**src/verilog/snoop_pkg.sv**
```systemverilog
// Shared widths for the control-flow trace snooper
// Hart trace event and repacked record layouts
// Register port request and response types
// Register map addresses

package snoop_pkg;

  localparam int XLEN       = 64;
  localparam int WORD_W     = 32;
  localparam int CFG_ADDR_W = 4;
  localparam int HART_SEL_W = 3;
  localparam int DROP_W     = 16;

  // ----------------------------------------
  // Trace types
  // ----------------------------------------

  // One control-flow event as a hart emits it
  typedef struct packed {
    logic              valid;
    logic [XLEN-1:0]   src_pc;
    logic [XLEN-1:0]   dst_pc;
    logic [3:0]        cf_type;
    logic [1:0]        priv;
    logic [WORD_W-1:0] instr;
  } hart_trace_t;

  // Record as stored in the FIFO and sent to the collector
  typedef struct packed {
    logic [1:0]        priv;
    logic [WORD_W-1:0] pc_src_h;
    logic [WORD_W-1:0] pc_src_l;
    logic [WORD_W-1:0] pc_dst_h;
    logic [WORD_W-1:0] pc_dst_l;
    logic [WORD_W-1:0] metadata;
    logic [WORD_W-1:0] opcode;
  } trace_rec_t;

  // ----------------------------------------
  // Register port
  // ----------------------------------------

  typedef struct packed {
    logic                  valid;
    logic                  write;
    logic [CFG_ADDR_W-1:0] addr;
    logic [WORD_W-1:0]     wdata;
  } cfg_req_t;

  typedef struct packed {
    logic              valid;
    logic [WORD_W-1:0] rdata;
  } cfg_rsp_t;

  // Register map
  localparam logic [CFG_ADDR_W-1:0] REG_CTRL        = 4'd0;
  localparam logic [CFG_ADDR_W-1:0] REG_WATERMARK   = 4'd1;
  localparam logic [CFG_ADDR_W-1:0] REG_TRIG_OPCODE = 4'd2;
  localparam logic [CFG_ADDR_W-1:0] REG_STATUS      = 4'd3;

endpackage

```
**src/verilog/trace_select.sv**
```systemverilog
// Hart trace multiplexer
// Repacks the selected hart's event into the record layout

`timescale 1ns/1ps

module trace_select import snoop_pkg::*; #(
  parameter int NUM_HARTS = 2
) (
  input  logic                        clk_i,
  input  logic                        rst_n_i,
  input  hart_trace_t [NUM_HARTS-1:0] hart_trace_i,
  input  logic                        enable_i,
  input  logic [HART_SEL_W-1:0]       hart_sel_i,
  output trace_rec_t                  rec_o,
  output logic                        push_o
);

  hart_trace_t sel_trace;
  trace_rec_t  rec_q;
  logic        push_q;

  // Unused harts and out-of-range selects read as an idle hart
  always_comb begin
    sel_trace = '0;
    for (int i = 0; i < NUM_HARTS; i++) begin
      if (hart_sel_i == HART_SEL_W'(i)) begin
        sel_trace = hart_trace_i[i];
      end
    end
  end

  // PC halves drop bit 63 and bit 0
  always_ff @(posedge clk_i) begin
    rec_q.priv     <= sel_trace.priv;
    rec_q.pc_src_h <= {1'b0, sel_trace.src_pc[62:32]};
    rec_q.pc_src_l <= {sel_trace.src_pc[31:1], 1'b0};
    rec_q.pc_dst_h <= {1'b0, sel_trace.dst_pc[62:32]};
    rec_q.pc_dst_l <= {sel_trace.dst_pc[31:1], 1'b0};
    rec_q.metadata <= {{(WORD_W-4){1'b0}}, sel_trace.cf_type};
    rec_q.opcode   <= sel_trace.instr;
  end

  always_ff @(posedge clk_i) begin
    if (!rst_n_i) begin
      push_q <= 1'b0;
    end else begin
      push_q <= enable_i && sel_trace.valid;
    end
  end

  assign rec_o  = rec_q;
  assign push_o = push_q;

  // Software must never enable tracing on a hart that does not exist
  a_hart_sel_range: assert property (@(posedge clk_i) disable iff (!rst_n_i)
    enable_i |-> (hart_sel_i < NUM_HARTS))
    else $error("hart select out of range");

endmodule

```
**src/verilog/snoop_cfg_regs.sv**
```systemverilog
// Configuration and status registers
// Control, watermark and trigger opcode storage, read mux,
// status write clear pulse for the trigger flag

`timescale 1ns/1ps

module snoop_cfg_regs import snoop_pkg::*; (
  input  logic                  clk_i,
  input  logic                  rst_n_i,
  input  cfg_req_t              cfg_req_i,
  output cfg_rsp_t              cfg_rsp_o,
  output logic                  enable_o,
  output logic [HART_SEL_W-1:0] hart_sel_o,
  output logic [WORD_W-1:0]     watermark_o,
  output logic [WORD_W-1:0]     trig_opcode_o,
  input  logic                  trig_flag_i,
  output logic                  trig_clear_o,
  input  logic [DROP_W-1:0]     drop_count_i
);

  logic                  enable_q;
  logic [HART_SEL_W-1:0] hart_sel_q;
  logic [WORD_W-1:0]     watermark_q;
  logic [WORD_W-1:0]     trig_opcode_q;
  logic                  wr_en;
  logic                  rd_en;
  logic [WORD_W-1:0]     rdata_d;
  logic [WORD_W-1:0]     rdata_q;
  logic                  rsp_valid_q;

  assign wr_en = cfg_req_i.valid && cfg_req_i.write;
  assign rd_en = cfg_req_i.valid && !cfg_req_i.write;

  // ----------------------------------------
  // Write decode
  // ----------------------------------------

  always_ff @(posedge clk_i) begin
    if (!rst_n_i) begin
      enable_q      <= 1'b0;
      hart_sel_q    <= '0;
      watermark_q   <= '0;
      trig_opcode_q <= '0;
    end else if (wr_en) begin
      case (cfg_req_i.addr)
        REG_CTRL: begin
          enable_q   <= cfg_req_i.wdata[0];
          hart_sel_q <= cfg_req_i.wdata[HART_SEL_W:1];
        end
        REG_WATERMARK:   watermark_q   <= cfg_req_i.wdata;
        REG_TRIG_OPCODE: trig_opcode_q <= cfg_req_i.wdata;
        default: ;
      endcase
    end
  end

  // Any write to status clears the sticky flag
  assign trig_clear_o = wr_en && (cfg_req_i.addr == REG_STATUS);

  // ----------------------------------------
  // Read path, one cycle latency
  // ----------------------------------------

  always_comb begin
    case (cfg_req_i.addr)
      REG_CTRL:        rdata_d = {{(WORD_W-1-HART_SEL_W){1'b0}}, hart_sel_q, enable_q};
      REG_WATERMARK:   rdata_d = watermark_q;
      REG_TRIG_OPCODE: rdata_d = trig_opcode_q;
      REG_STATUS:      rdata_d = {drop_count_i, {(WORD_W-DROP_W-1){1'b0}}, trig_flag_i};
      default:         rdata_d = '0;
    endcase
  end

  always_ff @(posedge clk_i) begin
    if (!rst_n_i) begin
      rsp_valid_q <= 1'b0;
    end else begin
      rsp_valid_q <= rd_en;
    end
  end

  always_ff @(posedge clk_i) begin
    if (rd_en) begin
      rdata_q <= rdata_d;
    end
  end

  assign cfg_rsp_o.valid = rsp_valid_q;
  assign cfg_rsp_o.rdata = rdata_q;
  assign enable_o        = enable_q;
  assign hart_sel_o      = hart_sel_q;
  assign watermark_o     = watermark_q;
  assign trig_opcode_o   = trig_opcode_q;

endmodule

```
**src/verilog/trace_fifo.sv**
```systemverilog
// Record FIFO
// Circular buffer with fill level and saturating drop counter

`timescale 1ns/1ps

module trace_fifo import snoop_pkg::*; #(
  parameter int FIFO_DEPTH = 8
) (
  input  logic              clk_i,
  input  logic              rst_n_i,
  input  logic              push_i,
  input  trace_rec_t        rec_i,
  input  logic              pop_i,
  output trace_rec_t        rec_o,
  output logic              empty_o,
  output logic [WORD_W-1:0] level_o,
  output logic [DROP_W-1:0] drop_count_o
);

  localparam int PTR_W = $clog2(FIFO_DEPTH);
  localparam int LVL_W = $clog2(FIFO_DEPTH + 1);

  trace_rec_t        mem [FIFO_DEPTH];
  logic [PTR_W-1:0]  wr_ptr_q;
  logic [PTR_W-1:0]  rd_ptr_q;
  logic [LVL_W-1:0]  count_q;
  logic [DROP_W-1:0] drop_q;
  logic              full;
  logic              do_push;
  logic              do_pop;

  function automatic logic [PTR_W-1:0] ptr_inc(input logic [PTR_W-1:0] ptr);
    return (ptr == PTR_W'(FIFO_DEPTH - 1)) ? '0 : ptr + 1'b1;
  endfunction

  assign full    = (count_q == LVL_W'(FIFO_DEPTH));
  assign do_push = push_i && !full;
  assign do_pop  = pop_i && (count_q != '0);

  always_ff @(posedge clk_i) begin
    if (do_push) begin
      mem[wr_ptr_q] <= rec_i;
    end
  end

  always_ff @(posedge clk_i) begin
    if (!rst_n_i) begin
      wr_ptr_q <= '0;
      rd_ptr_q <= '0;
      count_q  <= '0;
      drop_q   <= '0;
    end else begin
      if (do_push) wr_ptr_q <= ptr_inc(wr_ptr_q);
      if (do_pop)  rd_ptr_q <= ptr_inc(rd_ptr_q);
      count_q <= count_q + LVL_W'(do_push) - LVL_W'(do_pop);
      // Hart traces cannot stall, so a full FIFO loses the record
      if (push_i && full && (drop_q != '1)) begin
        drop_q <= drop_q + 1'b1;
      end
    end
  end

  assign rec_o        = mem[rd_ptr_q];
  assign empty_o      = (count_q == '0);
  assign level_o      = WORD_W'(count_q);
  assign drop_count_o = drop_q;

  a_no_pop_empty: assert property (@(posedge clk_i) disable iff (!rst_n_i)
    pop_i |-> !empty_o)
    else $error("pop while FIFO empty");

  a_level_bound: assert property (@(posedge clk_i) disable iff (!rst_n_i)
    count_q <= LVL_W'(FIFO_DEPTH))
    else $error("FIFO level above depth");

endmodule

```
**src/verilog/snoop_irq.sv**
```systemverilog
// Snooper interrupts
// Registered watermark comparison and sticky opcode trigger

`timescale 1ns/1ps

module snoop_irq import snoop_pkg::*; (
  input  logic              clk_i,
  input  logic              rst_n_i,
  input  logic              push_i,
  input  logic [WORD_W-1:0] opcode_i,
  input  logic [WORD_W-1:0] level_i,
  input  logic [WORD_W-1:0] watermark_i,
  input  logic [WORD_W-1:0] trig_opcode_i,
  input  logic              trig_clear_i,
  output logic              trig_flag_o,
  output logic              watermark_irq_o,
  output logic              trigger_irq_o
);

  logic trig_flag_q;
  logic wm_irq_q;

  always_ff @(posedge clk_i) begin
    if (!rst_n_i) begin
      trig_flag_q <= 1'b0;
      wm_irq_q    <= 1'b0;
    end else begin
      // A matching record in the same cycle as a clear keeps the flag set
      if (push_i && (opcode_i == trig_opcode_i)) begin
        trig_flag_q <= 1'b1;
      end else if (trig_clear_i) begin
        trig_flag_q <= 1'b0;
      end
      // Zero watermark disables the level interrupt
      wm_irq_q <= (watermark_i != '0) && (level_i >= watermark_i);
    end
  end

  assign trig_flag_o     = trig_flag_q;
  assign trigger_irq_o   = trig_flag_q;
  assign watermark_irq_o = wm_irq_q;

endmodule

```
**src/verilog/credit_tx.sv**
```systemverilog
// Credit-based record sender
// Credit counter with simultaneous return and spend,
// FIFO pop control and registered record output

`timescale 1ns/1ps

module credit_tx import snoop_pkg::*; #(
  parameter int MAX_CREDITS = 4
) (
  input  logic       clk_i,
  input  logic       rst_n_i,
  input  logic       empty_i,
  input  trace_rec_t rec_i,
  output logic       pop_o,
  input  logic       credit_i,
  output trace_rec_t rec_o,
  output logic       rec_valid_o
);

  localparam int CRED_W = $clog2(MAX_CREDITS + 1);

  logic [CRED_W-1:0] credits_q;
  logic              pop;
  trace_rec_t        rec_q;
  logic              rec_valid_q;

  // Send whenever a record is queued and the collector has room
  assign pop = !empty_i && (credits_q != '0);

  always_ff @(posedge clk_i) begin
    if (!rst_n_i) begin
      credits_q   <= CRED_W'(MAX_CREDITS);
      rec_valid_q <= 1'b0;
    end else begin
      case ({credit_i, pop})
        2'b10:   credits_q <= credits_q + 1'b1;
        2'b01:   credits_q <= credits_q - 1'b1;
        default: credits_q <= credits_q;
      endcase
      rec_valid_q <= pop;
    end
  end

  // Output stage
  always_ff @(posedge clk_i) begin
    if (pop) begin
      rec_q <= rec_i;
    end
  end

  assign pop_o       = pop;
  assign rec_o       = rec_q;
  assign rec_valid_o = rec_valid_q;

  // Collector must not return more credits than it was given
  a_credit_bound: assert property (@(posedge clk_i) disable iff (!rst_n_i)
    credits_q <= CRED_W'(MAX_CREDITS))
    else $error("credit count above maximum");

  a_send_with_credit: assert property (@(posedge clk_i) disable iff (!rst_n_i)
    rec_valid_o |-> ($past(credits_q) != '0))
    else $error("record sent without credit");

endmodule

```
**src/verilog/snoop_top.sv**
```systemverilog
// Control-flow trace snooper top level
// Hart selection, configuration registers, record FIFO,
// interrupt logic and credit-based record output

`timescale 1ns/1ps

module snoop_top import snoop_pkg::*; #(
  parameter int NUM_HARTS   = 2,
  parameter int FIFO_DEPTH  = 8,
  parameter int MAX_CREDITS = 4
) (
  input  logic                          clk_i,
  input  logic                          rst_n_i,
  input  hart_trace_t [NUM_HARTS-1:0]   hart_trace_i,
  input  cfg_req_t                      cfg_req_i,
  output cfg_rsp_t                      cfg_rsp_o,
  output trace_rec_t                    rec_o,
  output logic                          rec_valid_o,
  input  logic                          credit_i,
  output logic                          watermark_irq_o,
  output logic                          trigger_irq_o
);

  // Configuration
  logic                  enable;
  logic [HART_SEL_W-1:0] hart_sel;
  logic [WORD_W-1:0]     watermark;
  logic [WORD_W-1:0]     trig_opcode;
  logic                  trig_flag;
  logic                  trig_clear;
  logic [DROP_W-1:0]     drop_count;

  // Record path
  trace_rec_t        sel_rec;
  logic              sel_push;
  trace_rec_t        fifo_rec;
  logic              fifo_empty;
  logic              fifo_pop;
  logic [WORD_W-1:0] fifo_level;

  trace_select #(
    .NUM_HARTS ( NUM_HARTS )
  ) i_trace_select (
    .clk_i        ( clk_i        ),
    .rst_n_i      ( rst_n_i      ),
    .hart_trace_i ( hart_trace_i ),
    .enable_i     ( enable       ),
    .hart_sel_i   ( hart_sel     ),
    .rec_o        ( sel_rec      ),
    .push_o       ( sel_push     )
  );

  snoop_cfg_regs i_cfg_regs (
    .clk_i         ( clk_i       ),
    .rst_n_i       ( rst_n_i     ),
    .cfg_req_i     ( cfg_req_i   ),
    .cfg_rsp_o     ( cfg_rsp_o   ),
    .enable_o      ( enable      ),
    .hart_sel_o    ( hart_sel    ),
    .watermark_o   ( watermark   ),
    .trig_opcode_o ( trig_opcode ),
    .trig_flag_i   ( trig_flag   ),
    .trig_clear_o  ( trig_clear  ),
    .drop_count_i  ( drop_count  )
  );

  trace_fifo #(
    .FIFO_DEPTH ( FIFO_DEPTH )
  ) i_trace_fifo (
    .clk_i        ( clk_i      ),
    .rst_n_i      ( rst_n_i    ),
    .push_i       ( sel_push   ),
    .rec_i        ( sel_rec    ),
    .pop_i        ( fifo_pop   ),
    .rec_o        ( fifo_rec   ),
    .empty_o      ( fifo_empty ),
    .level_o      ( fifo_level ),
    .drop_count_o ( drop_count )
  );

  snoop_irq i_snoop_irq (
    .clk_i           ( clk_i           ),
    .rst_n_i         ( rst_n_i         ),
    .push_i          ( sel_push        ),
    .opcode_i        ( sel_rec.opcode  ),
    .level_i         ( fifo_level      ),
    .watermark_i     ( watermark       ),
    .trig_opcode_i   ( trig_opcode     ),
    .trig_clear_i    ( trig_clear      ),
    .trig_flag_o     ( trig_flag       ),
    .watermark_irq_o ( watermark_irq_o ),
    .trigger_irq_o   ( trigger_irq_o   )
  );

  credit_tx #(
    .MAX_CREDITS ( MAX_CREDITS )
  ) i_credit_tx (
    .clk_i       ( clk_i       ),
    .rst_n_i     ( rst_n_i     ),
    .empty_i     ( fifo_empty  ),
    .rec_i       ( fifo_rec    ),
    .pop_o       ( fifo_pop    ),
    .credit_i    ( credit_i    ),
    .rec_o       ( rec_o       ),
    .rec_valid_o ( rec_valid_o )
  );

endmodule

```
**config.mk**
```make
export PLATFORM = sky130hd
export DESIGN_NAME = snoop_top
export DESIGN_NICKNAME = d
export VERILOG_FILES = /design/src/verilog/snoop_pkg.sv /design/src/verilog/trace_select.sv /design/src/verilog/snoop_cfg_regs.sv /design/src/verilog/trace_fifo.sv /design/src/verilog/snoop_irq.sv /design/src/verilog/credit_tx.sv /design/src/verilog/snoop_top.sv
export SDC_FILE = /design/constraint.sdc
export NUM_CORES = 2
export LEC_CHECK = 0
export BUFFER_PORTS_ARGS = -buffer_cell sky130_fd_sc_hd__buf_2
export CORE_UTILIZATION = 63
export DETAILED_ROUTE_END_ITERATION = 6
export GPL_ROUTABILITY_DRIVEN = 0
export PLACE_DENSITY = 0.84
export SLEW_MARGIN = 25
export SYNTH_ARGS = -nofsm -noshare
export SYNTH_HDL_FRONTEND = slang
export SYNTH_SLANG_ARGS = --single-unit
export TNS_END_PERCENT = 1
```
**constraint.sdc**
```tcl
create_clock -name clk_i -period 51 [get_ports clk_i]
set_input_delay 2.55 -clock clk_i [delete_from_list [all_inputs] [get_ports clk_i]]
set_output_delay 2.55 -clock clk_i [all_outputs]
set_load 0.01 [all_outputs]
```
# == Word level (Yosys, flattened, before mapping) ==
# Memories as Yosys holds them, arrays and structs flattened. A register that Yosys moved wholly into a read port is not among the register bits.
# Index checks and enable logic that the tools add are counted.
# word_totals
out_inout_bits,230
in_bits,375
reg_bits,456
ramBits,1296
n_memories,1
elab_cells,82
# memory_table
name,depth,width,read_ports,rd_ports_with_merged_regs,write_ports,line,text
i_trace_fifo.mem,8,162,1,1,1,trace_fifo.sv:23,trace_rec_t mem [FIFO_DEPTH];
# classes
n_lt_le_gt_ge,1
eq_ne,11
reduce_logical,25
muxes,10
addsub,7
# op_table
cell,count
$mux 167,2
$pmux 32 s4,1
$eq 32x32->1,1
$ge 4x32->1,1
$reduce_bool 32->1,1
$add 16x1->16 const B,1
$ne 16x16->1 const B,1
$logic_and 1x1->1,11
$add 3x1->3 const B,3
$eq 4x2->1 const B,2
$logic_not 4->1,2
$eq 3x3->1 const B,2
$mux 3,2
$pmux 3 s2,1
$reduce_and 2->1,3
$add 4x1->4,1
$eq 4x1->1 const B,1
$eq 4x4->1 const B,1
$mux 1,4
$reduce_bool 2->1,2
$reduce_bool 4->1,1
$sub 4x1->4,1
$eq 3x1->1 const B,1
$logic_not 1->1,3
5 further kinds,5

# == Longest topological paths before layout ==
# depth
ltp_word,5
depth_mapped,10
mapped_depth_nobuf,10

# == By module ==
# A second synthesis with hierarchy kept.
# unflattened
hier_cells,3786
area_unflattened_um2,77211.6
# modules_own_cells
mod,seq_area_each_um2,area_per_inst_um2,cells_each,n_inst
trace_fifo,47185.3,59696.0,2444,1
credit_tx,5905.7,6023.3,216,1
trace_select,3263.1,6007.0,560,1
snoop_cfg_regs,2342.2,4216.5,396,1
snoop_irq,40.0,1268.7,170,1

# == Least setup slack after synthesis ==
# Ideal clock, no wire load.
# synth_timing
kind,register to register
from,register i_trace_fifo.count_q[2]
to,memory i_trace_fifo.mem[0][0] in the netlist's numbering (enable)
path_buffers,0
required_ns,49.920
path_slack_ns,33.896
arrival_ns,16.024
setup_ns,1.080
path_stages_with_launch,6
period_less_slack_ns,17.104
cell_sequence,dfxtp_1 > inv_1 > ha_1 > nand2_1 > nand2_1 > nor4_1
# synth_via
elab_chain_cells,5
# synth_rtl
item,line,text
from (decl),trace_fifo.sv:26,logic [LVL_W-1:0] count_q;
from (signal assigned),trace_fifo.sv:55,count_q <= count_q + LVL_W'(do_push) - LVL_W'(do_pop);
$eq 4x4->1,trace_fifo.sv:36,assign full = (count_q == LVL_W'(FIFO_DEPTH));
$logic_not 1->1,trace_fifo.sv:37,assign do_push = push_i && !full;
$logic_and 1x1->1,trace_fifo.sv:37,
$mux 1,trace_fifo.sv:41,if (do_push) begin
$mux 1 (not written as such),trace_fifo.sv:42,mem[wr_ptr_q] <= rec_i;
to (decl),trace_fifo.sv:23,
# Every way passes these cells.

==> reports/metrics.yaml <==
crit_path_start: "i_trace_fifo.rd_ptr_q[0]$_SDFFE_PN0P_"
io_pins: 605
die_x_um: 323
synth_area_per_cell_um2: 21.0
maxSlewViolCount: 0
drive_gt1_share_pct: 35.8
synthFlopType: "edfxtp_1"
dp_hpwl_um: 75900
routed_wl_um: 144000
r2r-start: "i_trace_fifo.rd_ptr_q[0]$_SDFFE_PN0P_"
path_max_fanout: 48
synth_edf_count: 1490
power.density_mw_per_mm2: 48.7
power.total_mw: 3.63
fmax_mhz: 219
drt_first_pass_iters: 6
grt_max_degree: 117
post_cts_buffers: 0
wl_per_cell_um: 27.6
critical_path_class: "flip-flop to flip-flop"
tns_ps: 0
ir_drop_mv: 0.0471
first_global_vias: 34000
cts_hold_buf: 0
reg2reg_to: "i_credit_tx.rec_o[97]$_DFFE_PN_"
core_mm2: 0.102
drc: 0
fillers: 5461
final_common_cell: "edfxtp_1"
final_antenna_net_count: 0
async_reset_ff_share_pct: 0
finalSetupViolCount: 0
antenna_found_initial: 4
cts_tree: "yes"
crit_path_end: "i_credit_tx.rec_o[97]$_DFFE_PN_"
hp-class: "flip-flop to flip-flop"
maxCapViolations: 0
cts_buffers: 165
ys_types: 53
cts_max_level: 4
synth-seq-area-share_pct: 77.3
power.leakage_nw: 25.3
critPathRequiredTime_ps: 51520
clockBufferDepth: 3
vias: 32600
dp_slack_ps: 46020
dp.cells: 4914
netlist_instances: 3087
hold_violations: 0
nets: 4109
syn_area_mm2: 0.0647
skew_ps: 39.8
worstRegToRegCells: 5
period_needed_ps: 4560
ys_ff_latch: 1754
clkTransAtPathRegs_ps: 60
crit_arrival_ps: 5070
root_buffer: "clkbuf_16"
cts_resized: 0
stdcell_count: 5224
cp-start-kind: "flip-flop"
fin_crit_sh_pct: 8.94
grt_pass1_wl_um: 210000
start_util_pct: 63.6
drt-initial-drc-count: 2920
layout_common_cells: "edfxtp_1, buf_2, mux4_2"
layout_setup_ws_ps: 46440
status: "completed"
clock_latency_ps: 780
rsz0062_at_grt: "false"
die_area_mm2: 0.104
port_buffers: 564
grt-ovfl-total: 0
worstMarginPinSlew_ps: 1050
clock_sinks: 1754
viasPerCell: 6.24
r2r_slack_ps: 46440
yosys_warnings: 0
rows: 117
maxSlewHeadroom_pct: 29.8
grt_usage_pct: 27.8
finish.utilization_pct: 73.4
area_delta_synth_final_pct: 15.3
die_h_um: 323
cp-end-kind: "flip-flop"
[metrics by stage]
step / hold WS [ps] / instance area, um2
after global placement: 442 / 68900
after CTS: 457 / 74600
after detailed placement: 449 / 69000
after floorplan: 427 / 64800
after global routing: 491 / 74600
final: 460 / 74600
[sequential cells by signal, summed over array words and instances, names as in the netlist, 3 cells and up]
signal / count
i_trace_fifo.drop_count_o: 16
i_cfg_regs.trig_opcode_o: 32
i_cfg_regs.rdata_q: 32
i_trace_fifo.wr_ptr_q: 3
i_trace_select.rec_o: 162
i_trace_fifo.count_q: 4
i_credit_tx.credits_q: 3
i_cfg_regs.hart_sel_o: 3
i_cfg_regs.watermark_o: 32
i_trace_fifo.rd_ptr_q: 3
i_credit_tx.rec_o: 162
i_trace_fifo.mem: 1296
[worst max-delay path, cell delays in order (launching register included)]
cell and delay (ps):
dfxtp_4 840, buf_4 810, buf_4 760, buf_4 870
mux4_2 630, mux2_2 280
[cell type report]
| cell class | count | area [um2] | share of cell area [%] |
|---|---|---|---|
| flip-flops and latches | 1754 | 50000 | 67.0 |
| multi-input cells | 1140 | 13800 | 18.4 |
| clock buffers | 237 | 4710 | 6.32 |
| repair buffers | 624 | 3400 | 4.55 |
| well taps | 1368 | 1710 | 2.29 |
| clock inverters | 69 | 893 | 1.20 |
| inverters | 31 | 116 | 0.156 |
| diodes | 1 | 2.50 | 0.00335 |
[cell usage after synthesis, types with 11 or more instances]
master | number | area share [%]
dfxtp_1 | 264 | 8.2
mux4_2 | 324 | 11
buf_1 | 17 | 0.099
buf_6 | 16 | 0.28
xnor2_1 | 14 | 0.19
nor4_1 | 13 | 0.13
a21boi_1 | 57 | 0.66
clkbuf_1 | 80 | 0.46
edfxtp_1 | 1490 | 69
xor2_1 | 35 | 0.47
buf_4 | 33 | 0.38
buf_2 | 47 | 0.36
nand2_1 | 155 | 0.90
inv_1 | 31 | 0.18
ha_1 | 16 | 0.31
mux2_2 | 162 | 2.8
a222oi_1 | 16 | 0.25
a21boi_0 | 11 | 0.13
a22o_1 | 174 | 2.4
and2_1 | 23 | 0.22
[logic make-up (layout without fill, tap and decap cells)]
logic type,after synthesis,count (layout),share of synthesized area [%]
buffers and inverters,224,961,1.77
and+or+nand+nor,264,264,2.01
other,1,33,0.00579
adders and majority gates,18,18,0.371
DFF,1754,1754,77.3
muxes,493,493,14.2
xor gates and xnor gates,49,49,0.663
AOI/OAI and AO/OA,284,284,3.68
[power by group]
part / switching (mW) / internal, mW / total, mW
Clock: 0.527 / 0.730 / 1.26
Sequential: 0.0652 / 1.68 / 1.75
Combinational: 0.321 / 0.309 / 0.629
[how the worst min path moves through the flow]
stage | slack, ps | startpoint | cells past startpoint | to
final | 460 | i_cfg_regs.enable_o$_SDFFE_PN0P_ | 2 | i_trace_select.push_o$_SDFF_PN0_
after global routing | 490 | i_cfg_regs.enable_o$_SDFFE_PN0P_ | 2 | i_trace_select.push_o$_SDFF_PN0_
after CTS | 460 | i_cfg_regs.enable_o$_SDFFE_PN0P_ | 2 | i_trace_select.push_o$_SDFF_PN0_
after detailed placement | 450 | i_cfg_regs.enable_o$_SDFFE_PN0P_ | 2 | i_trace_select.push_o$_SDFF_PN0_
after global placement | 440 | i_cfg_regs.enable_o$_SDFFE_PN0P_ | 2 | i_trace_select.push_o$_SDFF_PN0_
after floorplan | 430 | i_cfg_regs.enable_o$_SDFFE_PN0P_ | 2 | i_trace_select.push_o$_SDFF_PN0_
[per-layer routing]
| metal | wire (um) | global-route usage (%) | up-vias |
|---|---|---|---|
| met2 | 75000 | 47.5 | 1685 |
| met1 | 52500 | 35.3 | 16800 |
| met3 | 10500 | 4.51 | 349 |
| met4 | 6090 | 13.0 | 2 |
| li1 | - | - | 13800 |
| met5 | 12 | 0 | - |
No activity file was read; power rests on OpenSTA's default activity.
